===== src/common/regfile_params.svh =====
`ifndef REGFILE_PARAMS_SVH
`define REGFILE_PARAMS_SVH

// architectural registers seen by the mapper
`define ARCHFILE_SIZE 32

// physical registers behind the rename tables
`define PHYSFILE_SIZE 64

// data width of one register
`define REG_SIZE 32

// index widths
`define ARCH_IDX_W $clog2(`ARCHFILE_SIZE)
`define PHYS_IDX_W $clog2(`PHYSFILE_SIZE)

// free counter must hold PHYSFILE_SIZE itself
`define FREE_CNT_W $clog2(`PHYSFILE_SIZE + 1)

`endif


===== src/common/regfile_types_pkg.sv =====
`include "regfile_params.svh"

package regfile_types_pkg;

    // architectural register number
    typedef logic [`ARCH_IDX_W-1:0] arch_idx_t;

    // physical register number
    typedef logic [`PHYS_IDX_W-1:0] phys_idx_t;

    // register contents
    typedef logic [`REG_SIZE-1:0] reg_val_t;

    // free register count, 0 up to PHYSFILE_SIZE
    typedef logic [`FREE_CNT_W-1:0] free_cnt_t;

    // per physical register flag vector
    typedef logic [`PHYSFILE_SIZE-1:0] phys_vec_t;

endpackage


===== src/common/regfile_update_pkg.sv =====
`include "regfile_params.svh"

package regfile_update_pkg;

    // retirement from the ROB
    // arch now maps to nonspec_phys in the committed table,
    // free_phys is the previous committed mapping going back to the pool
    typedef struct packed {
        logic                          valid;
        regfile_types_pkg::arch_idx_t  arch;
        regfile_types_pkg::phys_idx_t  nonspec_phys;
        regfile_types_pkg::phys_idx_t  free_phys;
    } rob_commit_t;

    // result ring broadcast
    typedef struct packed {
        logic                          valid;
        regfile_types_pkg::phys_idx_t  phys;
        regfile_types_pkg::reg_val_t   val;
    } ring_write_t;

endpackage


===== src/common/rename_if.sv =====
`timescale 1ns/1ps

interface rename_if;
    import regfile_types_pkg::*;

    // rename accepted this cycle
    logic      alloc;

    // lowest free register, valid while none_free is low
    phys_idx_t new_phys;
    logic      none_free;

    // speculative map lookups for the incoming uop
    phys_idx_t src1_phys;
    phys_idx_t src2_phys;
    phys_idx_t old_phys;

    modport map (
        output alloc,
        output src1_phys,
        output src2_phys,
        output old_phys,
        input  new_phys,
        input  none_free
    );

    modport phys (
        input  alloc,
        input  src1_phys,
        input  src2_phys,
        input  old_phys,
        output new_phys,
        output none_free
    );

endinterface


===== src/phys_file/free_list.sv =====
`timescale 1ns/1ps
`include "regfile_params.svh"

module free_list (
    input  logic                            clk,
    input  logic                            rst,
    input  logic                            rollback,
    input  regfile_update_pkg::rob_commit_t commit,
    rename_if.phys                          ren
);
    import regfile_types_pkg::*;

    phys_vec_t free_vec;
    phys_vec_t comm_vec;
    free_cnt_t free_cnt;
    phys_idx_t pick;

    function automatic free_cnt_t count_ones(input phys_vec_t vec);
        free_cnt_t n;
        n = '0;
        for (int i = 0; i < `PHYSFILE_SIZE; i++) begin
            n = n + free_cnt_t'(vec[i]);
        end
        return n;
    endfunction

    // lowest set bit wins
    always_comb begin
        pick = '0;
        for (int i = `PHYSFILE_SIZE - 1; i >= 0; i--) begin
            if (free_vec[i]) begin
                pick = phys_idx_t'(i);
            end
        end
    end

    assign ren.new_phys  = pick;
    assign ren.none_free = (free_cnt == '0);

    // free vector and count
    always_ff @(posedge clk) begin
        if (rst) begin
            for (int i = 0; i < `PHYSFILE_SIZE; i++) begin
                free_vec[i] <= (i >= `ARCHFILE_SIZE);
            end
            free_cnt <= free_cnt_t'(`PHYSFILE_SIZE - `ARCHFILE_SIZE);
        end else if (rollback) begin
            // everything not committed comes back
            free_vec <= ~comm_vec;
            free_cnt <= count_ones(~comm_vec);
        end else begin
            if (ren.alloc) begin
                free_vec[ren.new_phys] <= 1'b0;
            end
            if (commit.valid) begin
                free_vec[commit.free_phys] <= 1'b1;
            end
            free_cnt <= free_cnt + free_cnt_t'(commit.valid) - free_cnt_t'(ren.alloc);
        end
    end

    // committed vector tracks the committed map contents
    always_ff @(posedge clk) begin
        if (rst) begin
            for (int i = 0; i < `PHYSFILE_SIZE; i++) begin
                comm_vec[i] <= (i < `ARCHFILE_SIZE);
            end
        end else if (commit.valid) begin
            comm_vec[commit.free_phys]    <= 1'b0;
            comm_vec[commit.nonspec_phys] <= 1'b1;
        end
    end

endmodule


===== src/flat_wrapper.sv =====
// flat-port wrapper written by rule: the top's interface ports become plain ports
module free_list_flat import regfile_types_pkg::*;
  (clk, rst, rollback, commit, ren_alloc, ren_src1_phys, ren_src2_phys, ren_old_phys, ren_new_phys, ren_none_free);
  rename_if ren_i ();
  input  logic clk;
  input  logic rst;
  input  logic rollback;
  input  regfile_update_pkg::rob_commit_t commit;
  input wire logic [$bits(ren_i.alloc)-1:0] ren_alloc;
  input wire logic [$bits(ren_i.src1_phys)-1:0] ren_src1_phys;
  input wire logic [$bits(ren_i.src2_phys)-1:0] ren_src2_phys;
  input wire logic [$bits(ren_i.old_phys)-1:0] ren_old_phys;
  output wire logic [$bits(ren_i.new_phys)-1:0] ren_new_phys;
  output wire logic [$bits(ren_i.none_free)-1:0] ren_none_free;
  assign ren_i.alloc = ren_alloc;
  assign ren_i.src1_phys = ren_src1_phys;
  assign ren_i.src2_phys = ren_src2_phys;
  assign ren_i.old_phys = ren_old_phys;
  assign ren_new_phys = ren_i.new_phys;
  assign ren_none_free = ren_i.none_free;
  free_list u_core (.clk(clk), .rst(rst), .rollback(rollback), .commit(commit), .ren(ren_i));
endmodule

===== config.mk =====
export PLATFORM = sky130hd
export DESIGN_NAME = free_list_flat
export DESIGN_NICKNAME = d
export VERILOG_FILES = /design/src/common/regfile_types_pkg.sv /design/src/common/regfile_update_pkg.sv /design/src/common/rename_if.sv /design/src/phys_file/free_list.sv /design/src/flat_wrapper.sv
export VERILOG_INCLUDE_DIRS = /design/src /design/src/common
export SDC_FILE = /design/constraint.sdc
export NUM_CORES = 1
export LEC_CHECK = 0
export BUFFER_PORTS_ARGS = -buffer_cell sky130_fd_sc_hd__clkbuf_2
export CORE_MARGIN = 5
export CORE_UTILIZATION = 60
export DETAILED_ROUTE_END_ITERATION = 6
export GPL_TIMING_DRIVEN = 0
export HOLD_SLACK_MARGIN = 0.1
export PLACE_DENSITY = 0.78
export SYNTH_ARGS = -nofsm -noshare
export SYNTH_HDL_FRONTEND = slang
export SYNTH_SLANG_ARGS = --single-unit

===== constraint.sdc =====
create_clock -name clk -period 7.4 [get_ports clk]
set_input_delay 1.48 -clock clk [delete_from_list [all_inputs] [get_ports clk]]
set_output_delay 1.48 -clock clk [all_outputs]
set_load 0.02 [all_outputs]

# Word level (Yosys, flattened, before mapping)
# Cells that the tools add are included.
[word_totals]
register_bits = 135
input_bits = 40
out_inout_bits = 7
elab_cells = 161
[classes]
addsub = 65
magnitude_cmp = 6
mux = 76
n_bitwise = 7
n_reduce_logical = 4
[ops]
columns = ["op", "n"]
rows = [
  ["adder 7 x 1 -> 7 bit", 63],
  ["2-to-1 mux 6 bit", 64],
  ["2-to-1 mux 64 bit", 5],
  ["inverter 64 bit", 3],
  ["AND 64 bit", 2],
  ["OR 64 bit", 2],
  ["< comparator 6 x 7 -> 1 bit, second input constant", 3],
  ["demux 1 bit (select 6 bit)", 3],
  [">= comparator 6 x 1 -> 1 bit, second input constant", 3],
  ["zero test 7 bit", 1],
  ["2-to-1 mux 7 bit", 1],
  ["subtractor 7 x 1 -> 7 bit", 1],
  ["logical AND 1 bit", 3],
  ["2-to-1 mux 1 bit", 3],
  ["adder 1 x 1 -> 2 bit", 1],
]

# Longest topological paths before layout
# Gate-level depths: netlist of the first run.
[depth]
ltp_word = 76
ltp_mapped = 21
mapped_depth_nobuf = 21

# Worst setup path after synthesis of the first run
# Ideal clock, no wire load.
[synth_timing]
path_type = "reg-to-reg"
from = "reg u_core.comm_vec[0]"
to = "reg u_core.free_cnt[6]"
setup_ns = 0.115
t_arrival_ns = 6.111
t_required_ns = 7.285
setup_slack_ns = 1.175
path_stages_with_launch = 19
n_path_buf = 0
synth_period_minus_slack_ns = 6.225
cell_sequence = "dfxtp_1 -> inv_1 -> ha_1 -> fa_1 -> fa_1 -> fa_1 -> fa_1 -> fa_1 -> fa_1 -> fa_1 -> fa_1 -> fa_1 -> fa_1 -> a21o_1 -> a21oi_1 -> nor2b_1 -> o21ai_0 -> a31oi_1 -> o21a_1"
[synth_between]
elab_chain_cells = 65
[synth_rtl]
columns = ["element", "line", "rtl"]
rows = [
  ["start, declared", "free_list.sv:14", "phys_vec_t comm_vec;"],
  ["start signal, assigned by index", "free_list.sv:66", "comm_vec[i] <= (i < `ARCHFILE_SIZE);"],
  ["inverter 64 bit", "free_list.sv:50", "free_cnt <= count_ones(~comm_vec);"],
  ["adder 1 x 1 -> 2 bit", "free_list.sv:22", "n = n + free_cnt_t'(vec[i]);"],
  ["adder 7 x 1 -> 7 bit (62 in series)", "free_list.sv:22", ""],
  ["2-to-1 mux 7 bit", "free_list.sv:47", "end else if (rollback) begin"],
  ["end signal, assigned", "free_list.sv:46", "free_cnt <= free_cnt_t'(`PHYSFILE_SIZE - `ARCHFILE_SIZE);"],
  ["end signal, assigned", "free_list.sv:50", ""],
  ["end signal, assigned", "free_list.sv:58", "free_cnt <= free_cnt + free_cnt_t'(commit.valid) - free_cnt_t'(ren.alloc);"],
  ["end, declared", "free_list.sv:15", "free_cnt_t free_cnt;"],
]
# No other way between the ends.
# A chain may end at the register's enable or synchronous reset.

# Worst setup path in the final report of the first run
# Same ends and word-level chain as after synthesis.

==> results of run 1 <==
## area by class of cell
cell class	count	area (sq um)
Buffer	53	218
Clock buffer	17	425
Clock inverter	14	150
Fill cell	1211	4740
Inverter	113	424
Multi-Input combinational cell	785	5680
Sequential cell	135	2700
Tap cell	184	230
Timing Repair Buffer	14	70.1
## sequential cells by signal, summed over array words and instances (netlist names)
| signal | flops |
|---|---|
| u_core.comm_vec | 64 |
| u_core.free_cnt | 7 |
| u_core.free_vec | 64 |
## logic make-up (layout without fill, tap and decap cells)
logic type,after synthesis,in the layout,share of synthesized area
muxes,1,1,0.00111
and+or+nand+nor,397,397,0.211
xor gates and xnor gates,9,9,0.00874
AOI/OAI and AO/OA,298,298,0.252
DFF,135,135,0.300
buffers and inverters,166,211,0.0711
adders and majority gates,80,80,0.157
## per-layer routing
| layer | vias up | share of wire |
|---|---|---|
| met4 | 0 | 0.045 |
| met1 | 4135 | 0.39 |
| met5 | - | 0 |
| li1 | 3982 | - |
| met2 | 737 | 0.42 |
| met3 | 139 | 0.15 |
## power breakdown
group | leakage, uW | total [uW] | switching, uW | internal, uW
Sequential | 0.00110 | 787 | 32.3 | 755
Clock | 0.000276 | 843 | 347 | 496
Combinational | 0.00244 | 657 | 378 | 279
## worst paths after layout
kind / from / end / slack, ns / depth (start not counted)
setup / recovery: u_core.comm_vec[0] / u_core.free_cnt[6] / 0.84 / 18
hold / removal: u_core.comm_vec[63] / u_core.comm_vec[63] / 0.48 / 2
setup reg to reg: u_core.comm_vec[0] / u_core.free_cnt[6] / 0.84 / 18
hold reg to reg: u_core.comm_vec[63] / u_core.comm_vec[63] / 0.48 / 2
## synth_stat cells (3+ instances only)
library cell / n / share of area
a21o_1: 7 / 0.0058
xor2_1: 3 / 0.0029
and3b_1: 6 / 0.0058
nor3_1: 30 / 0.017
xnor2_1: 6 / 0.0058
nor2b_1: 11 / 0.0076
fa_1: 55 / 0.12
and2_1: 7 / 0.0049
nor3b_1: 10 / 0.0083
inv_1: 113 / 0.047
o21ai_0: 13 / 0.0072
nand4_1: 6 / 0.0042
a221o_1: 59 / 0.065
a41oi_1: 10 / 0.0097
o21a_1: 3 / 0.0025
buf_1: 4 / 0.0017
nand2_1: 89 / 0.037
nand2b_1: 10 / 0.0069
a31oi_1: 55 / 0.038
o31ai_1: 5 / 0.0042
o21bai_1: 5 / 0.0042
dfxtp_1: 135 / 0.30
ha_1: 25 / 0.035
nor4_1: 22 / 0.015
nor2_1: 174 / 0.072
a21oi_1: 48 / 0.027
nand3_1: 6 / 0.0033
a211oi_1: 8 / 0.0067
or4_1: 4 / 0.0033
o211ai_1: 7 / 0.0058
clkbuf_1: 46 / 0.019
or3_1: 4 / 0.0028
a22oi_1: 52 / 0.043
## per-stage QoR
step,setup WS (ns),instance area (sq um),hold WS (ns)
after floorplan,1.17,9020,0.431
after global placement,0.900,9320,0.472
after detailed placement,0.853,9330,0.470
after CTS,0.815,9900,0.480
after global routing,0.609,9900,0.516
final,0.837,9900,0.477
## worst max-delay path: cells and delay by family, from the launching register on
family,cells,cell delay (ns)
AO/OA/AOI/OAI,5,0.82
adder cells (fa/ha/maj),11,5.15
AND/OR/NAND/NOR,1,0.08
buffers and inverters,1,0.06
flip-flops,1,0.36
==> impl_metrics.env, run 1 <==
export IMPL_total_power_uw=2290
export IMPL_grt_usage=0.350
export IMPL_antenna_left=0
export IMPL_crit_fanout=3
export IMPL_instances_no_fill=1315
export IMPL_violations="max-capacitance violations, max-slew violations"
export IMPL_gp_congestion=1.05
export IMPL_synth_top_flop_cell="dfxtp_1"
export IMPL_cts_max_path_buffers=2
export IMPL_first_global_vias=8517
export IMPL_antenna_found_initial=0
export IMPL_min_period_over_period=0.887
export IMPL_synthToLayoutAreaGrowth_pct=9.76
export IMPL_critical_path_slowest_cell="fa_1"
export IMPL_gr_usage_met2=0.499
export IMPL_cts_resized=0
export IMPL_port_buffers=14
export IMPL_ys_types=69
export IMPL_cp_end_kind="flip-flop"
export IMPL_cp_start_kind="flip-flop"
export IMPL_crit_top_cell="fa_1"
export IMPL_drcViolationCount=0
export IMPL_finalHoldViolCount=0
export IMPL_synthesis_area_sq_mm=0.00902
export IMPL_busiest_layer="met2"
export IMPL_antenna_cells=0
export IMPL_hpwl_microns=23600
export IMPL_peakVddDrop_uv=287
export IMPL_synth_edf_count=0
export IMPL_crit_type="reg -> reg"
export IMPL_cts_tree="built"
export IMPL_max_freq_mhz=152
export IMPL_num_rows=44
export IMPL_wl_microns=30600
export IMPL_cts_clk_slew_worst_paths_ns=0.06
export IMPL_root_buffer="clkbuf_16"
export IMPL_place_inst=1284
export IMPL_path_cells="inv_1 > ha_1 > fa_1 > fa_1 > fa_1 > fa_1 > fa_1 > fa_1 > fa_1 > fa_1 > fa_1 > fa_1 > a21o_1 > a21oi_1 > nor2b_1 > o21ai_0 > a31oi_1 > o21a_1"
export IMPL_synth_avg_cell_area_sq_um=8.31
export IMPL_postLayoutCoreUtil=0.676
export IMPL_use_met1=0.477
export IMPL_die_x_microns=133
export IMPL_slowest_delay_ns=0.58
export IMPL_cts_sinks=135
export IMPL_cts_made_buffers=17
export IMPL_status="finished with violations"
export IMPL_final_common_cell="nor2_1"
export IMPL_h_tree_depth=4
export IMPL_clk_latency_ns=0.43
export IMPL_worstPathRequired_ns=7.73
export IMPL_die_h_microns=133
export IMPL_grt_max_degree=17
export IMPL_seq_area_frac_synth=0.300
export IMPL_synth_seq_cells=135
export IMPL_drive_gt1_frac=0.0663
export IMPL_wl_per_cell_microns=23.3
export IMPL_cp_arrival_ns=6.89
export IMPL_max_cap_viol_count=1
export IMPL_p_leak_uw=0.00381
export IMPL_core_area_sq_mm=0.0146
export IMPL_io_pins=47
export IMPL_syn_inst=1086
export IMPL_powerDensity_mw_per_mm2=231
export IMPL_vias_per_cell=6.84
export IMPL_rsz0062_at_grt="false"
export IMPL_slew_violations=9
export IMPL_cts_setup_buffers=0
export IMPL_slew_headroom=-0.0185
export IMPL_start_util=0.616
export IMPL_gr_total_overflow=0
export IMPL_setup_violations_final=0
export IMPL_hold_path_class="reg -> reg"
export IMPL_ctsHoldBuffers=0
export IMPL_synth_warnings=0
export IMPL_layout_min_cycle_time_ns=6.56
export IMPL_via_count=8993
export IMPL_tightest_slew_ns=1.52
export IMPL_grt_met3_usage=0.128
export IMPL_first_iter_violations=1600
export IMPL_layout_common_cells="nor2_1 (174), dfxtp_1 (135), inv_1 (113)"
export IMPL_grt_pass1_wl_microns=47900
export IMPL_die_area_sq_mm=0.0176
export IMPL_drt_pass1_iterations=7
export IMPL_syn_nets=1206
export IMPL_fin_nets=1239
export IMPL_clock_skew_ns=0.00835
export IMPL_async_flop_share=0
export IMPL_tns_ns=0
Note: power is estimated with default switching activity, not from simulation.
==> run 2: changes to the inputs <==
CORE_UTILIZATION = 56   (was 60)
PLACE_DENSITY = 0.73   (was 0.78)
clock period = 6 ns   (was 7.4 ns; I/O delays follow)
==> impl_metrics.env, run 2 (synthesis results as in run 1) <==
export IMPL_status="finished with violations"
export IMPL_violations="max-capacitance violations, max-slew violations, negative setup slack"
export IMPL_gp_congestion=0.994
export IMPL_antenna_cells=0
export IMPL_drive_gt1_frac=0.0912
export IMPL_dr_wl_met2_microns=12900
export IMPL_min_period_over_period=1.02
export IMPL_peakVddDrop_uv=364
export IMPL_cts_made_buffers=17
export IMPL_wl_per_cell_microns=23.1
export IMPL_grt_max_degree=17
export IMPL_worstPathRequired_ns=6.32
export IMPL_root_buffer="clkbuf_16"
export IMPL_first_global_vias=8337
export IMPL_vias_per_cell=6.60
export IMPL_drt_met1_wl_microns=12800
export IMPL_min_from="u_core.comm_vec[63]"
export IMPL_clock_skew_ns=0.00713
export IMPL_whs_ns=0.505
export IMPL_setup_violations_final=3
export IMPL_fin_nets=1247
export IMPL_gr_total_overflow=0
export IMPL_cp_arrival_ns=6.46
export IMPL_hpwl_microns=24200
export IMPL_io_pins=47
export IMPL_via_count=8945
export IMPL_route_met3_wl_microns=4270
export IMPL_num_rows=46
export IMPL_path_cells="inv_2 > ha_4 > fa_1 > fa_1 > fa_1 > fa_1 > fa_1 > fa_1 > fa_1 > fa_1 > fa_2 > fa_2 > a21o_1 > a21oi_2 > nor2b_1 > o21ai_1 > a31oi_1 > o21a_1"
export IMPL_port_buffers=14
export IMPL_finalHoldViolCount=0
export IMPL_r2r_start="u_core.comm_vec[0]"
export IMPL_crit_fanout=2
export IMPL_max_cap_viol_count=2
export IMPL_slew_headroom=-0.00695
export IMPL_antenna_found_initial=0
export IMPL_cp_num_buf_inv=1
export IMPL_grt_pass1_wl_microns=48100
export IMPL_synthToLayoutAreaGrowth_pct=12.1
export IMPL_clk_latency_ns=0.43
export IMPL_tightest_slew_ns=1.50
export IMPL_critical_path_slowest_cell="fa_1"
export IMPL_die_h_microns=137
export IMPL_antenna_left=0
export IMPL_cts_tree="built"
export IMPL_top_layer="met4"
export IMPL_powerDensity_mw_per_mm2=294
export IMPL_p_leak_uw=0.00386
export IMPL_cts_clk_slew_worst_paths_ns=0.06
export IMPL_cts_sinks=135
export IMPL_rr_endpoint="u_core.free_cnt[6]"
export IMPL_drcViolationCount=0
export IMPL_layout_min_cycle_time_ns=6.14
export IMPL_drt_pass1_iterations=6
export IMPL_cp_end_kind="flip-flop"
export IMPL_die_area_sq_mm=0.0187
export IMPL_die_x_microns=137
export IMPL_core_area_sq_mm=0.0158
export IMPL_grt_usage=0.342
export IMPL_layout_common_cells="nor2_1 (174), dfxtp_1 (128), inv_1 (109)"
export IMPL_r2r_cells=18
export IMPL_cp_start_kind="flip-flop"
export IMPL_slew_violations=1
export IMPL_wl_microns=31300
export IMPL_h_tree_depth=4
export IMPL_crit_family="adder cells"
export IMPL_holdPathStages=2
export IMPL_max_freq_mhz=163
export IMPL_start_util=0.570
export IMPL_crit_type="reg -> reg"
export IMPL_slowest_delay_ns=0.57
export IMPL_top_regs="u_core.comm_vec x64, u_core.free_vec x64, u_core.free_cnt x7"
export IMPL_holdPathEnd="u_core.comm_vec[63]"
export IMPL_hold_path_class="reg -> reg"
export IMPL_fin_ws_ns=-0.139
export IMPL_crit_top_cell="fa_1"
export IMPL_ctsHoldBuffers=0
export IMPL_rrSetupSlack_ns=-0.14
export IMPL_first_iter_violations=1524
export IMPL_cts_max_path_buffers=2
export IMPL_tns_ns=-0.348
export IMPL_final_common_cell="nor2_1"
export IMPL_rsz0062_at_grt="true"
run 2: through the flow:
step           total power (uW)  setup WS, ns   util  cells  area [sq um]
2_1_floorplan              1610        0.0168      -   1086          9030
3_3_place_gp               1780        -0.270  0.592   1316          9370
3_5_place_dp               1800        -0.284  0.592   1316          9370
4_1_cts                    2940        -0.186  0.635   1352         10100
5_1_grt                    3110        -0.339  0.639   1356         10100
6_report                   2980        -0.139  0.639   1356         10100
run 2: layout make-up:
class,count,area (sq um)
Timing Repair Buffer,22,134
Tap cell,216,270
Multi-Input combinational cell,785,5730
Buffer,53,218
Clock inverter,15,201
Fill cell,1364,5720
Inverter,113,424
Sequential cell,135,2710
Clock buffer,17,425
run 2: worst min-delay path, delay by kind of cell (launching register included):
kind           cells  cell delay [ns]
flip-flops         1             0.31
AO/OA/AOI/OAI      2             0.15
run 2: how the worst max path moves through the flow:
stage	from	to	slack, ns	cells after the start
2_1_floorplan	u_core.comm_vec[0]	u_core.free_cnt[6]	0.02	18
3_3_place_gp	u_core.comm_vec[0]	u_core.free_cnt[6]	-0.27	18
3_5_place_dp	u_core.comm_vec[0]	u_core.free_cnt[6]	-0.28	18
4_1_cts	u_core.comm_vec[1]	u_core.free_cnt[4]	-0.19	18
5_1_grt	u_core.comm_vec[1]	u_core.free_cnt[4]	-0.34	18
6_report	u_core.comm_vec[0]	u_core.free_cnt[6]	-0.14	18
run 2: report_power, final:
part	switching, uW	internal (uW)
registers	39.5	931
logic	501	383
clock network	425	696
total	966	2010
run 2: what timing repair did:
action                                 CTS  global route
setup endpoints to repair                3             5
gates resized for setup                 10            11
setup buffers                            4             4
pin swaps                               18            13
endpoints found under the hold margin    0             0
run 2: routing by layer:
layer	up-vias	global-route usage
met3	115	0.105
li1	4006	-
met1	4213	0.484
met5	-	0
met2	611	0.484
met4	0	0.142
